File: src/source/spi_regs_pkg.sv
// frame layout and register map for the SPI register target
// imported by every RTL block that decodes frames or registers
`default_nettype none

package spi_regs_pkg;

  // frame geometry
  localparam int FRAME_W   = 32;
  localparam int BIT_CNT_W = 5;   // counts 0..31 within a frame

  // command fields
  localparam int ADDR_W   = 4;
  localparam int DATA_W   = 16;   // data sits in frame bits 15:0
  localparam int WR_BIT   = 31;
  localparam int ADDR_LSB = 24;   // address in frame bits 27:24

  // register map
  // 0..3 control, 4 pulse, 5..7 unused, 8 status, 9 frame count, 10..15 scratch
  localparam int N_CTRL          = 4;
  localparam int ADDR_PULSE      = 4;
  localparam int ADDR_STATUS     = 8;
  localparam int ADDR_FCOUNT     = 9;
  localparam int ADDR_SCRATCH_LO = 10;
  localparam int N_SCRATCH       = 6;

endpackage

`default_nettype wire

File: src/source/reg_wr_if.sv
// register write and readback link from the command executor to the control bank
// executor takes the master side, bank the slave side
`timescale 1ns/1ps
`default_nettype none

interface reg_wr_if;
  import spi_regs_pkg::*;

  logic              wr_stb;   // single clk pulse per bank write
  logic [ADDR_W-1:0] wr_addr;
  logic [DATA_W-1:0] wr_data;
  logic [DATA_W-1:0] rd_data;  // comb readback of the register at wr_addr

  modport master (
    output wr_stb,
    output wr_addr,
    output wr_data,
    input  rd_data
  );

  modport slave (
    input  wr_stb,
    input  wr_addr,
    input  wr_data,
    output rd_data
  );

endinterface

`default_nettype wire

File: src/source/spi_frame_port.sv
// SPI target shift port, oversampled on clk (mode 0, MSB first)
// rx_stb pulses with each received frame; tx_word goes out on miso in the next frame
`timescale 1ns/1ps
`default_nettype none

module spi_frame_port (
  input  wire                               clk,
  input  wire                               rst,
  input  wire                               ss,
  input  wire                               sck,
  input  wire                               mosi,
  output logic                              miso,
  output logic                              rx_stb,
  output logic [spi_regs_pkg::FRAME_W-1:0]  rx_word,
  input  wire  [spi_regs_pkg::FRAME_W-1:0]  tx_word
);
  import spi_regs_pkg::*;

  // two-flop samplers on the async pins
  logic [1:0]           ss_sync;
  logic [1:0]           sck_sync;
  logic [1:0]           mosi_sync;
  logic                 sck_old;    // previous sampled sck, for edge detect

  logic                 ss_in;
  logic                 sck_in;
  logic                 mosi_in;
  logic                 sck_rise;
  logic                 sck_fall;

  logic [FRAME_W-1:0]   shift_q;
  logic [FRAME_W-1:0]   shift_d;
  logic [BIT_CNT_W-1:0] bit_cnt_q;
  logic [BIT_CNT_W-1:0] bit_cnt_d;
  logic                 miso_d;
  logic                 rx_stb_d;
  logic [FRAME_W-1:0]   rx_word_d;

  assign ss_in    = ss_sync[1];
  assign sck_in   = sck_sync[1];
  assign mosi_in  = mosi_sync[1];
  assign sck_rise = !sck_old && sck_in;
  assign sck_fall = sck_old && !sck_in;

  always_comb begin
    shift_d   = shift_q;
    bit_cnt_d = bit_cnt_q;
    miso_d    = miso;
    rx_stb_d  = 1'b0;
    rx_word_d = rx_word;

    if (ss_in) begin
      // keep reloading between frames so the next response is ready
      bit_cnt_d = '0;
      shift_d   = tx_word;
      miso_d    = shift_q[FRAME_W-1];
    end else if (sck_rise) begin
      shift_d   = {shift_q[FRAME_W-2:0], mosi_in};
      bit_cnt_d = bit_cnt_q + 1'b1;   // wraps to 0 after bit 31
      if (bit_cnt_q == BIT_CNT_W'(FRAME_W - 1)) begin
        rx_word_d = {shift_q[FRAME_W-2:0], mosi_in};
        rx_stb_d  = 1'b1;
        shift_d   = tx_word;
      end
    end else if (sck_fall) begin
      miso_d = shift_q[FRAME_W-1];    // master samples on the next rising edge
    end
  end

  always_ff @(posedge clk) begin
    if (rst) begin
      ss_sync   <= 2'b11;   // deselected
      sck_sync  <= 2'b00;
      sck_old   <= 1'b0;
      bit_cnt_q <= '0;
      rx_stb    <= 1'b0;
      miso      <= 1'b1;
    end else begin
      ss_sync   <= {ss_sync[0], ss};
      sck_sync  <= {sck_sync[0], sck};
      sck_old   <= sck_in;
      bit_cnt_q <= bit_cnt_d;
      rx_stb    <= rx_stb_d;
      miso      <= miso_d;
    end

    mosi_sync <= {mosi_sync[0], mosi};
    shift_q   <= shift_d;
    rx_word   <= rx_word_d;   // held until the next strobe
  end

endmodule

`default_nettype wire

File: src/source/spi_cmd_exec.sv
// executes one register command per received frame
// scratch and frame counter live here, control/pulse writes go out over reg_wr_if
// response = upper frame half plus the post-write value, loaded for the next frame
`timescale 1ns/1ps
`default_nettype none

module spi_cmd_exec (
  input  wire                               clk,
  input  wire                               rst,
  input  wire                               rx_stb,
  input  wire  [spi_regs_pkg::FRAME_W-1:0]  rx_word,
  output logic [spi_regs_pkg::FRAME_W-1:0]  tx_word,
  input  wire  [spi_regs_pkg::DATA_W-1:0]   status_in,
  reg_wr_if.master                          wr
);
  import spi_regs_pkg::*;

  logic              cmd_wr;
  logic [ADDR_W-1:0] cmd_addr;
  logic [DATA_W-1:0] cmd_data;
  logic              bank_hit;   // addresses 0..4 are owned by the control bank
  logic              pulse_hit;

  logic [DATA_W-1:0] scratch_q [N_SCRATCH];
  logic [DATA_W-1:0] fcount_q;
  logic [DATA_W-1:0] fcount_next;
  logic [DATA_W-1:0] rd_value;

  // frame decode; rx_word stays put until the next strobe
  assign cmd_wr      = rx_word[WR_BIT];
  assign cmd_addr    = rx_word[ADDR_LSB +: ADDR_W];
  assign cmd_data    = rx_word[DATA_W-1:0];
  assign bank_hit    = cmd_addr <= ADDR_W'(ADDR_PULSE);
  assign pulse_hit   = cmd_addr == ADDR_W'(ADDR_PULSE);
  assign fcount_next = fcount_q + 1'b1;   // includes the frame being executed

  // bank sees the address right away, so rd_data is valid in the strobe cycle
  assign wr.wr_addr = cmd_addr;
  assign wr.wr_data = cmd_data;

  // value at the address once this command's own write has landed
  always_comb begin
    rd_value = '0;   // 5..7 and anything unmapped
    if (bank_hit) begin
      // pulse register always reads back 0 from the bank
      rd_value = (cmd_wr && !pulse_hit) ? cmd_data : wr.rd_data;
    end else if (cmd_addr == ADDR_W'(ADDR_STATUS)) begin
      rd_value = status_in;
    end else if (cmd_addr == ADDR_W'(ADDR_FCOUNT)) begin
      rd_value = fcount_next;
    end else begin
      for (int i = 0; i < N_SCRATCH; i++) begin
        if (cmd_addr == ADDR_W'(ADDR_SCRATCH_LO + i)) begin
          rd_value = cmd_wr ? cmd_data : scratch_q[i];
        end
      end
    end
  end

  always_ff @(posedge clk) begin
    if (rst) begin
      wr.wr_stb <= 1'b0;
      tx_word   <= '0;   // first frame after reset answers with zeros
      fcount_q  <= '0;
      for (int i = 0; i < N_SCRATCH; i++) begin
        scratch_q[i] <= '0;
      end
    end else begin
      wr.wr_stb <= rx_stb && cmd_wr && bank_hit;
      if (rx_stb) begin
        fcount_q <= fcount_next;
        tx_word  <= {rx_word[FRAME_W-1:DATA_W], rd_value};
        for (int i = 0; i < N_SCRATCH; i++) begin
          if (cmd_wr && cmd_addr == ADDR_W'(ADDR_SCRATCH_LO + i)) begin
            scratch_q[i] <= cmd_data;
          end
        end
      end
    end
  end

endmodule

`default_nettype wire

File: src/source/ctrl_out_bank.sv
// control registers 0..3 and the self-clearing pulse register at address 4
// written over reg_wr_if, outputs go straight to the pins
`timescale 1ns/1ps
`default_nettype none

module ctrl_out_bank (
  input  wire                                                    clk,
  input  wire                                                    rst,
  reg_wr_if.slave                                                bus,
  output logic [spi_regs_pkg::N_CTRL*spi_regs_pkg::DATA_W-1:0]   ctrl_out,
  output logic [spi_regs_pkg::DATA_W-1:0]                        pulse_out
);
  import spi_regs_pkg::*;

  logic [DATA_W-1:0] ctrl_q [N_CTRL];
  logic              pulse_hit;

  assign pulse_hit = bus.wr_stb && (bus.wr_addr == ADDR_W'(ADDR_PULSE));

  always_ff @(posedge clk) begin
    if (rst) begin
      for (int i = 0; i < N_CTRL; i++) begin
        ctrl_q[i] <= '0;
      end
      pulse_out <= '0;
    end else begin
      for (int i = 0; i < N_CTRL; i++) begin
        if (bus.wr_stb && bus.wr_addr == ADDR_W'(i)) begin
          ctrl_q[i] <= bus.wr_data;
        end
      end
      pulse_out <= pulse_hit ? bus.wr_data : '0;   // high for one clk only
    end
  end

  // readback for 0..3; pulse register and other addresses read 0
  always_comb begin
    bus.rd_data = '0;
    for (int i = 0; i < N_CTRL; i++) begin
      if (bus.wr_addr == ADDR_W'(i)) begin
        bus.rd_data = ctrl_q[i];
      end
    end
  end

  // register 0 in the low bits
  always_comb begin
    for (int i = 0; i < N_CTRL; i++) begin
      ctrl_out[i*DATA_W +: DATA_W] = ctrl_q[i];
    end
  end

endmodule

`default_nettype wire

File: src/source/spi_reg_top.sv
// SPI register target: frame port, command executor and control output bank
// plain pins in and out, SPI mode 0 with sck at least 8x slower than clk
`timescale 1ns/1ps
`default_nettype none

module spi_reg_top (
  input  wire                                                    clk,
  input  wire                                                    rst,
  input  wire                                                    ss,
  input  wire                                                    sck,
  input  wire                                                    mosi,
  output logic                                                   miso,
  input  wire  [spi_regs_pkg::DATA_W-1:0]                        status_in,
  output logic [spi_regs_pkg::N_CTRL*spi_regs_pkg::DATA_W-1:0]   ctrl_out,
  output logic [spi_regs_pkg::DATA_W-1:0]                        pulse_out
);
  import spi_regs_pkg::*;

  logic               rx_stb;
  logic [FRAME_W-1:0] rx_word;
  logic [FRAME_W-1:0] tx_word;   // response for the next frame

  reg_wr_if wr_bus ();

  spi_frame_port u_frame_port (
    .clk     (clk),
    .rst     (rst),
    .ss      (ss),
    .sck     (sck),
    .mosi    (mosi),
    .miso    (miso),
    .rx_stb  (rx_stb),
    .rx_word (rx_word),
    .tx_word (tx_word)
  );

  spi_cmd_exec u_cmd_exec (
    .clk       (clk),
    .rst       (rst),
    .rx_stb    (rx_stb),
    .rx_word   (rx_word),
    .tx_word   (tx_word),
    .status_in (status_in),
    .wr        (wr_bus.master)
  );

  ctrl_out_bank u_ctrl_bank (
    .clk       (clk),
    .rst       (rst),
    .bus       (wr_bus.slave),
    .ctrl_out  (ctrl_out),
    .pulse_out (pulse_out)
  );

endmodule

`default_nettype wire

File: config.mk
export PLATFORM = sky130hd
export DESIGN_NAME = spi_reg_top
export DESIGN_NICKNAME = d
export VERILOG_FILES = /design/src/source/spi_regs_pkg.sv /design/src/source/reg_wr_if.sv /design/src/source/spi_frame_port.sv /design/src/source/spi_cmd_exec.sv /design/src/source/ctrl_out_bank.sv /design/src/source/spi_reg_top.sv
export SDC_FILE = /design/constraint.sdc
export NUM_CORES = 1
export LEC_CHECK = 0
export BUFFER_PORTS_ARGS = -buffer_cell sky130_fd_sc_hd__buf_2
export CAP_MARGIN = 20
export CORE_ASPECT_RATIO = 1.5
export CORE_MARGIN = 3
export CORE_UTILIZATION = 45
export CTS_CLUSTER_SIZE = 28
export DETAILED_ROUTE_END_ITERATION = 6
export MAX_ROUTING_LAYER = met4
export SETUP_SLACK_MARGIN = 0.4
export SYNTH_ARGS = -nofsm -noshare
export SYNTH_HDL_FRONTEND = slang
export SYNTH_SLANG_ARGS = --single-unit
File: constraint.sdc
create_clock -name clk -period 8.35 [get_ports clk]
set_input_delay 1.2525 -clock clk [delete_from_list [all_inputs] [get_ports clk]]
set_output_delay 1.2525 -clock clk [all_outputs]
set_load 0.01 [all_outputs]
### Word-level counts from Yosys, hierarchy flattened

Memory sizes are Yosys's and may differ from the RTL's.
Index checks and enable logic that the tools add are counted.

| word-level totals | value |
|---|---|
| register bits after elaboration | 143 |
| memory bits (writable) | 160 |
| input port bits | 21 |
| output and inout bits | 81 |
| memories | 2 |

| operators by class | value |
|---|---|
| add/subtract/negate cells | 2 |
| $lt $le $gt $ge | 1 |
| equal/unequal tests | 14 |
| muxes and demuxes | 75 |
| bitwise logic cells | 13 |
| reductions and logical operators | 27 |

Memories:

| memory | depth | bits a word | rd ports | clocked after memory_dff | wr ports | RTL line | RTL |
|---|---|---|---|---|---|---|---|
| u_cmd_exec.scratch_q | 6 | 16 | 6 | 0 | 6 | spi_cmd_exec.sv:24 | `logic [DATA_W-1:0] scratch_q [N_SCRATCH];` |
| u_ctrl_bank.ctrl_q | 4 | 16 | 4 | 0 | 4 | ctrl_out_bank.sv:15 | `logic [DATA_W-1:0] ctrl_q [N_CTRL];` |

Operators by type and width:

| operator | count |
|---|---|
| two-way mux 16 bit | 30 |
| two-way mux 32 bit | 3 |
| two-way mux 1 bit | 42 |
| equality test 4 bit (second input constant) | 8 |
| adder 16 x 1 -> 16 bit (second input constant) | 1 |
| logical AND 1 bit | 16 |
| bitwise OR 1 bit | 10 |
| equality test 4 x 2 -> 1 bit (second input constant) | 2 |
| adder 5 x 1 -> 5 bit (second input constant) | 1 |
| equality test 5 bit (second input constant) | 1 |
| equality test 4 x 1 -> 1 bit (second input constant) | 1 |
| equality test 4 x 3 -> 1 bit (second input constant) | 1 |
| less-or-equal comparator 4 x 3 -> 1 bit (second input constant) | 1 |
| logical NOT 4 bit | 1 |
| nonzero test 2 bit | 2 |
| OR reduction 2 bit | 2 |
| logical NOT 1 bit | 3 |
| NOT 1 bit | 3 |
| AND reduction 3 bit | 1 |
| OR reduction 3 bit | 1 |
| inequality test 2 x 1 -> 1 bit (second input constant) | 1 |
| AND reduction 2 bit | 1 |

### Logic depth before layout (Yosys ltp)

Gate-level depths: netlist of run 1.

| logic depth | value |
|---|---|
| depth after elaboration | 10 |
| gate-level depth with buffers | 9 |

### Cells and area by module

From an unflattened synthesis of run 1, not the netlist that was laid out.

| second synthesis, totals | value |
|---|---|
| cells, all modules | 1,223 |
| area, all modules | 14,604.0 µm² |

Modules (own cells, without submodules):

| module | times used | cells each | area an instance (µm²) | seq. area each (µm²) |
|---|---|---|---|---|
| spi_cmd_exec | 1 | 810 | 8,115.3 | 3,863.7 |
| ctrl_out_bank | 1 | 267 | 3,681.0 | 2,242.2 |
| spi_frame_port | 1 | 146 | 2,807.7 | 2,202.1 |

### Worst setup path after synthesis of run 1

No wires, ideal clock.

| path | value |
|---|---|
| kind | reg2reg |
| from | register u_frame_port.bit_cnt_q[0] |
| to | register u_frame_port.rx_word[0] in the netlist's numbering (enable) |
| setup time | 515 ps |
| arrival time | 4,197 ps |
| required time | 7,835 ps |
| slack | 3,638 ps |
| stages on the path, launching flop included | 5 |
| buffers on the path | 0 |
| period minus slack after synthesis | 4,712 ps |
| path through | dfxtp_1 > ha_1 > and3_1 > ha_1 > nor4b_1 |

| between the ends | value |
|---|---|
| longest elaborated chain between the ends | 2 |

Ends and longest elaborated chain:

| item | RTL line | RTL |
|---|---|---|
| start, declared | spi_frame_port.sv:33 | `logic [BIT_CNT_W-1:0] bit_cnt_q;` |
| start signal, assigned | spi_frame_port.sv:82 | `bit_cnt_q <= bit_cnt_d;` |
| equality test 5 bit | spi_frame_port.sv:60 | `if (bit_cnt_q == BIT_CNT_W'(FRAME_W - 1)) begin` |
| AND reduction 3 bit (no source line) | n/a |  |
| end signal, assigned | spi_frame_port.sv:89 | `rx_word <= rx_word_d;` |
| end, declared | spi_frame_port.sv:14 | `output logic [spi_regs_pkg::FRAME_W-1:0] rx_word,` |

Every way passes these cells.
A chain may end at the register's enable or synchronous reset.

==> results of run 1 <==
[per-stage QoR]
step	std cells	hold WS, ns	power, uW	cell area (um2)	setup WS (ns)
after floorplan	1100	0.310	1730	13600	3.64
after global placement	1519	0.316	1770	14400	4.66
after detailed placement	1520	0.321	1770	14400	4.87
after CTS	1576	0.339	3070	15400	5.20
after global routing	1577	0.352	3140	15400	4.93
final	1577	0.335	3040	15400	5.11
[final timing paths]
| path | cells past startpoint | slack [ns] | end |
|---|---|---|---|
| min | 0 | 0.34 | u_frame_port.mosi_sync[1] |
| max | 4 | 5.11 | u_cmd_exec.scratch_q[5][3] |
| max reg2reg | 4 | 5.11 | u_cmd_exec.scratch_q[5][3] |
| min reg2reg | 0 | 0.34 | u_frame_port.mosi_sync[1] |
[area by class of cell]
| class | count | area [um2] |
|---|---|---|
| Fill cell | 2696 | 14300 |
| Inverter | 13 | 48.8 |
| Tap cell | 395 | 494 |
| Timing Repair Buffer | 118 | 643 |
| Sequential cell | 303 | 8310 |
| Clock buffer | 40 | 841 |
| Clock inverter | 16 | 106 |
| Multi-Input combinational cell | 692 | 4920 |
[cells by family after synthesis]
logic type | synth area share, %
buf+inv | 3.25
mux | 8.53
fa+ha+maj | 0.275
flops | 60.9
compound gates | 8.53
simple gates | 16.7
xor+xnor | 1.86
[flip-flops by register name (all words and copies together), names as in the netlist]
name and cells:
u_cmd_exec.fcount_q 16, u_cmd_exec.scratch_q 96, u_cmd_exec.tx_word 32, u_cmd_exec.wr.wr_stb 1, u_ctrl_bank.ctrl_q 64, u_ctrl_bank.pulse_out 16, u_frame_port.bit_cnt_q 5, u_frame_port.miso 1
u_frame_port.mosi_sync 2, u_frame_port.rx_stb 1, u_frame_port.rx_word 32, u_frame_port.sck_old 1, u_frame_port.sck_sync 2, u_frame_port.shift_q 32, u_frame_port.ss_sync 2
[routing by layer]
| layer | wire, um | up-vias | track usage, % | part of all wire (%) |
|---|---|---|---|---|
| li1 | - | 4138 | - | - |
| met1 | 15300 | 4603 | 29.8 | 40 |
| met2 | 19200 | 270 | 40.2 | 50 |
| met4 | 1770 | 0 | 10.3 | 4.6 |
| met5 | 0 | - | - | 0 |
| met3 | 1750 | 76 | 2.77 | 4.6 |
[cell usage in the layout (no fill, tap or decap), types with 4 or more instances in the layout]
cell and instances:
edfxtp_1 224, and2_1 173, buf_2 101, dfxtp_1 78, nor2_1 67, nand2_1 50
mux2_2 49, a21oi_1 32, clkbuf_16 32, o21ai_0 30, nor3_1 26, mux2i_1 23
mux4_2 17, o22ai_1 15, xor2_1 15, buf_4 15, xnor2_1 14, inv_1 13
nand3_1 13, a211oi_1 11, and3_1 10, nand4_1 10, o221ai_1 10, nand2b_1 8
clkbuf_1 7, o21bai_1 6, or2_2 6, clkinv_2 6, o211ai_1 5, or3_1 5
nor4_1 4, a31oi_1 4, nor2b_1 4, o2111ai_1 4
[where the power goes]
group	total (uW)	switching [uW]	internal, uW
Combinational	74.7	49.1	25.6
Sequential	1660	16.0	1640
Clock	1300	586	714
==> results.toml, run 1 <==
[status]
outcome = "finished clean"

[clocking]
cts.clk_slew.worst_paths_ns = 0.06
clk_latency_ns = 0.58
cts_setup_buffers = 0
tritoncts = "built"
clk_path_buf_depth = 3
cts_buffers = 30
cts_hold_buffers = 0
clkSinkCount = 303
h-tree-depth = 1
ctsResizeCount = 0
clock-root-buffer = "clkbuf_16"

[critical_path]
cpPeakStageDelay_ns = 1.04
worst-path-buf-inv = 1
r2r-start = "u_frame_port.rx_word[25]"
crit_chain = "buf_4 > nand4_1 > nor2_1 > and2_1"
cpLargestDelayFamily = "simple AND/OR/NAND/NOR gates"
cp-end-kind = "flip-flop"
cp_slowest_cell = "nor2_1"
worstPathMaxFanout = 56
critPathArrivalTime_ns = 3.67
startpoint = "u_frame_port.rx_word[25]"
cp.required_ns = 8.78
cp-start-kind = "flip-flop"
setup.worst_path.class = "flip-flop to flip-flop"

[sta]
clock_skew_ns = 0.0271
rsz0062_at_grt = "false"
worst_pin_slew_ns = 1.11
setup-tns-final_ns = 0
slew_violations = 0
period_share_pct = 38.8
finalHoldViolations = 0
slew_headroom_pct = 26.0
fmax_mhz = 309
fin_crit_ns = 3.24
setup_viol = 0

[synthesis]
syn_area_mm2 = 0.0136
syn_area_per_cell_um2 = 12.4
synth_commonest_cells = "224 x edfxtp_1, 173 x and2_1, 79 x dfxtp_1"
synth_nets = 1124
synth_top_cells_by_area = "edfxtp_1 49%, dfxtp_1 12%, and2_1 7.9%"
yosysTopAreaCellShare_pct = 49.3
yosys_warnings = 0
synth-seq-area-share_pct = 60.9
async_flop_share_pct = 0
synth_most_common_cell = "edfxtp_1"
yosysTopAreaCell = "edfxtp_1"
synth_flop_cell = "edfxtp_1"
synth-seq-cells = 303
ys_types = 81
netlist_instances = 1100
synth_enable_flop_cells = 224

[drt]
wl_um = 38000
detail_route.iter0.violations = 621
vias = 9087
ant_nets = 0
wire_per_inst_um = 24.1
dr.pass1.iters = 5
drc = 0
vias_per_cell = 5.76

[die]
dieArea_mm2 = 0.0325
fp.dieH_um = 219
die_w_um = 148
core-area_mm2 = 0.0297
initial_core_util_pct = 46.0
rows = 77
ios = 102

[grt]
first_global_vias = 8962
grt_usage_pct = 24.1
grt-ovfl-total = 0
antenna_found_initial = 0
grt_max_degree = 76
grt_pass1_wl_um = 57200

[cells_and_area]
antennaDiodeCount = 0
layout.nets = 1182
drive_gt1_share_pct = 21.6
final_util_pct = 51.8
area_growth_pct = 12.6

[placement]
portBuffers = 101
place_hpwl_um = 25700
place_congestion = 0.913

[power_and_ir_drop]
p_per_area_mw_per_mm2 = 198
peakVddDrop_uv = 196
leakage_uw = 0.00575

[job]
maxCapViolCount = 0

[worst_hold_path]
hp-start = "u_frame_port.mosi_sync[0]"
hp-class = "flip-flop to flip-flop"
No activity file was read; power rests on OpenSTA's default activity.
==> run 2: changes to the inputs <==
clock period = 3.2 ns   (was 8.35 ns; I/O delays follow)
==> run 2 against run 1 <==
Compared with the run above:
- maximum frequency grew 26%
- first-iteration DRC count up 0.81%
- largest cell class unchanged
- critical endpoint is now u_cmd_exec.tx_word[2]
- clock power grew to 2.6 times the previous value
- global-route usage grew 0.64 points
==> results.toml, run 2 (synthesis results as in run 1) <==
[cells_and_area]
antennaDiodeCount = 0
final_util_pct = 52.6
fill_cells = 2668
final_common_cell = "edfxtp_1"
final_cell_mix = "224 x edfxtp_1, 173 x and2_1, 101 x buf_2"
regMostFlops = "u_cmd_exec.scratch_q"
drive_gt1_share_pct = 23.4
largest_reg_flops = 96
layout.nets = 1214
area_growth_pct = 14.4
top_regs = "u_cmd_exec.scratch_q: 96 flops, u_ctrl_bank.ctrl_q: 64 flops"

[sta]
slew_violations = 0
rsz0062_at_grt = "false"
worst_pin_slew_ns = 0.986
period_share_pct = 80.6
whs_ns = 0.0223
slew_headroom_pct = 34.0
setup_viol = 0
fmax_mhz = 388
setup-tns-final_ns = 0
clock_skew_ns = 0.0119
timing.final.ws_setup_ns = 0.621
fin_crit_ns = 2.58
finalHoldViolations = 0

[clocking]
cts.clk_slew.worst_paths_ns = 0.06
clk_latency_ns = 0.57
h-tree-depth = 1
clkSinkCount = 303
cts_setup_buffers = 0
cts_buffers = 30
cts_hold_buffers = 0
tritoncts = "built"
clk_path_buf_depth = 3
clock-root-buffer = "clkbuf_16"
ctsResizeCount = 0

[critical_path]
crit_cells = 6
crit_chain = "buf_4 > or4b_4 > a22oi_1 > o221ai_1 > and3_1 > nor4_2"
cp.required_ns = 3.68
cp-end-kind = "flip-flop"
cpLargestDelayFamily = "simple AND/OR/NAND/NOR gates"
cp-start-kind = "flip-flop"
critPathArrivalTime_ns = 3.06
cp_slowest_cell = "or4b_4"
worst-path-buf-inv = 1
r2r_cells = 6
cpPeakStageDelay_ns = 0.62
worstPathMaxFanout = 23
setup.worst_path.class = "flip-flop to flip-flop"

[drt]
wl_um = 39500
detail_route.iter0.violations = 626
dr.pass1.iters = 5
ant_nets = 0
vias = 9184
vias_per_cell = 5.71
wire_per_inst_um = 24.6
drc = 0

[die]
ios = 102
die_w_um = 148
dieArea_mm2 = 0.0325
core-area_mm2 = 0.0297
initial_core_util_pct = 46.0
rows = 77
fp.dieH_um = 219

[job]
maxCapViolCount = 0

[power_and_ir_drop]
peakVddDrop_uv = 458
power_uw = 7960
leakage_uw = 0.00588
p_per_area_mw_per_mm2 = 510

[placement]
portBuffers = 101
pre_cts_ws_ns = 0.674
place_congestion = 0.973
place_hpwl_um = 27400

[grt]
first_global_vias = 9094
grt_max_degree = 42
antenna_found_initial = 0
grt_pass1_wl_um = 58600
grt_usage_pct = 24.7
grt-ovfl-total = 0

[worst_hold_path]
hp-class = "input pin to flip-flop"
hold_depth = 1

[status]
outcome = "finished clean"
## run 2: changes by cell type in the layout (fill, tap and decap cells not counted), moves of 2 or more
cell	delta
buf_4	+33
inv_4	-3
clkbuf_8	+2
o21bai_1	+2
o21bai_2	-2
clkinvlp_4	+2
## run 2: final cells by class
type	count	area (um2)	share of cell area, %
tap	395	494	3.17
multi-input combinational	692	4920	31.5
clock buffer	42	878	5.63
sequential	303	8310	53.2
inverter	13	48.8	0.313
timing repair buffer	150	886	5.67
clock inverter	13	72.6	0.465
## run 2: path summary, 6_finish.rpt
| check | from | end | slack (ns) |
|---|---|---|---|
| worst min-delay path | mosi | u_frame_port.mosi_sync[0] | 0.02 |
| worst max register to register | u_frame_port.rx_word[27] | u_cmd_exec.tx_word[2] | 0.62 |
| worst max-delay path | u_frame_port.rx_word[27] | u_cmd_exec.tx_word[2] | 0.62 |
| worst min register to register | u_frame_port.mosi_sync[0] | u_frame_port.mosi_sync[1] | 0.33 |
## run 2: power by group
| group | internal (uW) | leakage, uW | total, uW | switching, uW |
|---|---|---|---|---|
| logic | 72.4 | 0.00246 | 207 | 134 |
| registers | 4290 | 0.00296 | 4340 | 42.6 |
| clock network | 1910 | 0.000463 | 3410 | 1510 |
| total | 6280 | 0.00588 | 7960 | 1680 |
## run 2: metrics by stage
stage	cells	cell area, um2
after floorplan	1100	13700
after global placement	1553	14700
after detailed placement	1553	14700
after CTS	1608	15600
after global routing	1608	15600
final	1608	15600
## run 2: layer usage
metal | vias up | wire [um] | track usage (%)
met5 | - | 0 | -
met4 | 0 | 1610 | 9.80
met3 | 90 | 1730 | 2.40
met2 | 283 | 20100 | 41.8
met1 | 4595 | 16100 | 30.7
li1 | 4216 | - | -
==> run 3: changes to the inputs <==
clock period = 2.2 ns   (was 3.2 ns; I/O delays follow)
==> run 3 against run 2 <==
Compared with the run above:
- core utilization rose by 8.2 points
- global-route usage rose by 0.99 points
- register-to-register slack got worse by 0.52 ns
- clock power rose by 57%
- final area rose by 16%
- first-iteration DRC count rose by 16%
- critical endpoint is now u_cmd_exec.tx_word[14]
- largest cell class unchanged
- largest power group unchanged
==> results.toml, run 3 (synthesis results as in run 1) <==
[critical_path]
setup.worst_path.class = "flip-flop to flip-flop"
cp-end-kind = "flip-flop"
cp_slowest_cell = "or4b_4"
crit_chain = "buf_6 > buf_4 > or4b_4 > buf_4 > buf_4 > o21ai_1 > a211oi_1 > and2_1"
worst-path-buf-inv = 4
cp-start-kind = "flip-flop"
cpLargestDelayFamily = "simple AND/OR/NAND/NOR gates"
critPathArrivalTime_ns = 2.54
startpoint = "u_frame_port.rx_word[25]"
cpPeakStageDelay_ns = 0.57
crit_top_cell = "buf_4"
r2r-start = "u_frame_port.rx_word[25]"
cp.required_ns = 2.65
worstPathMaxFanout = 7

[drt]
wire_per_inst_um = 24.1
vias_per_cell = 5.73
wl_met3_um = 1930
drc = 0
wl_met1_um = 16300
ant_nets = 0
wl_met2_um = 21600
dr.pass1.iters = 5
dr.max_layer_used = "met4"
vias = 9939
wl_um = 41800
detail_route.iter0.violations = 724

[clocking]
clk_latency_ns = 0.57
cts_buffers = 30
h-tree-depth = 1
clk_path_buf_depth = 3
tritoncts = "built"
clock-root-buffer = "clkbuf_16"
cts.clk_slew.worst_paths_ns = 0.06
clkSinkCount = 303

[sta]
period_share_pct = 95.3
worst_pin_slew_ns = 0.651
slew_violations = 0
finalHoldViolations = 0
slew_headroom_pct = 56.5
setup_viol = 0
fmax_mhz = 477
clock_skew_ns = 0.0251
fin_crit_ns = 2.10
rsz0062_at_grt = "true"
whs_ns = 0.0251
timing.final.ws_setup_ns = 0.102

[status]
outcome = "finished clean"

[die]
rows = 77
die_w_um = 148
dieArea_mm2 = 0.0325
initial_core_util_pct = 46.0
ios = 102
core-area_mm2 = 0.0297
fp.dieH_um = 219

[power_and_ir_drop]
leakage_uw = 0.00695
p_per_area_mw_per_mm2 = 669
peakVddDrop_uv = 649

[placement]
dp_cells = 1586
portBuffers = 101
dpl_cell_area_mm2 = 0.0154
pre_cts_ws_ns = 0.0671
place_hpwl_um = 26900
place_congestion = 0.930

[grt]
grt_pass1_wl_um = 62000
antenna_found_initial = 0
grt-ovfl-total = 0
grt_max_degree = 59
first_global_vias = 10084
grt_usage_pct = 25.7

[cells_and_area]
stdcell_count = 1735
final_common_cell = "edfxtp_1"
drive_gt1_share_pct = 35.4
largest_reg_flops = 96
regMostFlops = "u_cmd_exec.scratch_q"
layout.nets = 1340
antennaDiodeCount = 0
design_area_mm2 = 0.0181
area_growth_pct = 32.3
final_cell_mix = "224 x edfxtp_1, 173 x and2_1, 101 x buf_2"
top_regs = "u_cmd_exec.scratch_q: 96 flops, u_ctrl_bank.ctrl_q: 64 flops"
fill_cells = 2376
final_util_pct = 60.9

[worst_hold_path]
hp-class = "input pin to flip-flop"
hp-start = "status_in[10]"

[job]
maxCapViolCount = 0
-- run 3: layout make-up --
class                      count  area [um2]  share of cell area [%]
multi-input combinational    694        5590                    30.9
inverter                      13        52.6                   0.291
sequential                   303        8310                    46.0
clock inverter                10        91.3                   0.506
timing repair buffer         274        2580                    14.3
clock buffer                  46         946                    5.24
tap                          395         494                    2.74
-- run 3: worst min-delay path, cell delays in order --
cell,delay (ns)
buf_2,0.09
a221oi_2,0.05
o22ai_2,0.07
-- run 3: final timing paths --
| kind | cells after the start | slack, ns | to |
|---|---|---|---|
| worst max-delay path | 8 | 0.10 | u_cmd_exec.tx_word[14] |
| worst min-delay path | 3 | 0.03 | u_cmd_exec.tx_word[10] |
| worst max register to register | 8 | 0.10 | u_cmd_exec.tx_word[14] |
| worst min register to register | 0 | 0.34 | u_frame_port.mosi_sync[1] |
-- run 3: through the flow --
stage               TNS (ns)  power (uW)
finish                     0       12100
global route               0       12400
CTS                        0       12100
global placement           0        6760
floorplan              -2.90        6580
detailed placement         0        6770
-- run 3: what timing repair did --
item / CTS / global route
pin swaps: 30 / 37
resized for setup: 99 / 54
endpoints found under the hold margin: 3 / 0
gates cloned: 10 / 5
endpoints found under the setup margin: 328 / 351
hold buffers: 3 / 0
setup buffers: 49 / 26
-- run 3: metal layers --
layer / up-vias / track usage (%)
met2: 351 / 43.9
met5: - / -
met4: 0 / 11.2
li1: 4482 / -
met1: 4991 / 30.6
met3: 115 / 3.28
-- run 3: report_power, final --
part / switching, uW / internal, uW
combinational: 228 / 199
sequential: 65.3 / 6240
clock: 2240 / 3090
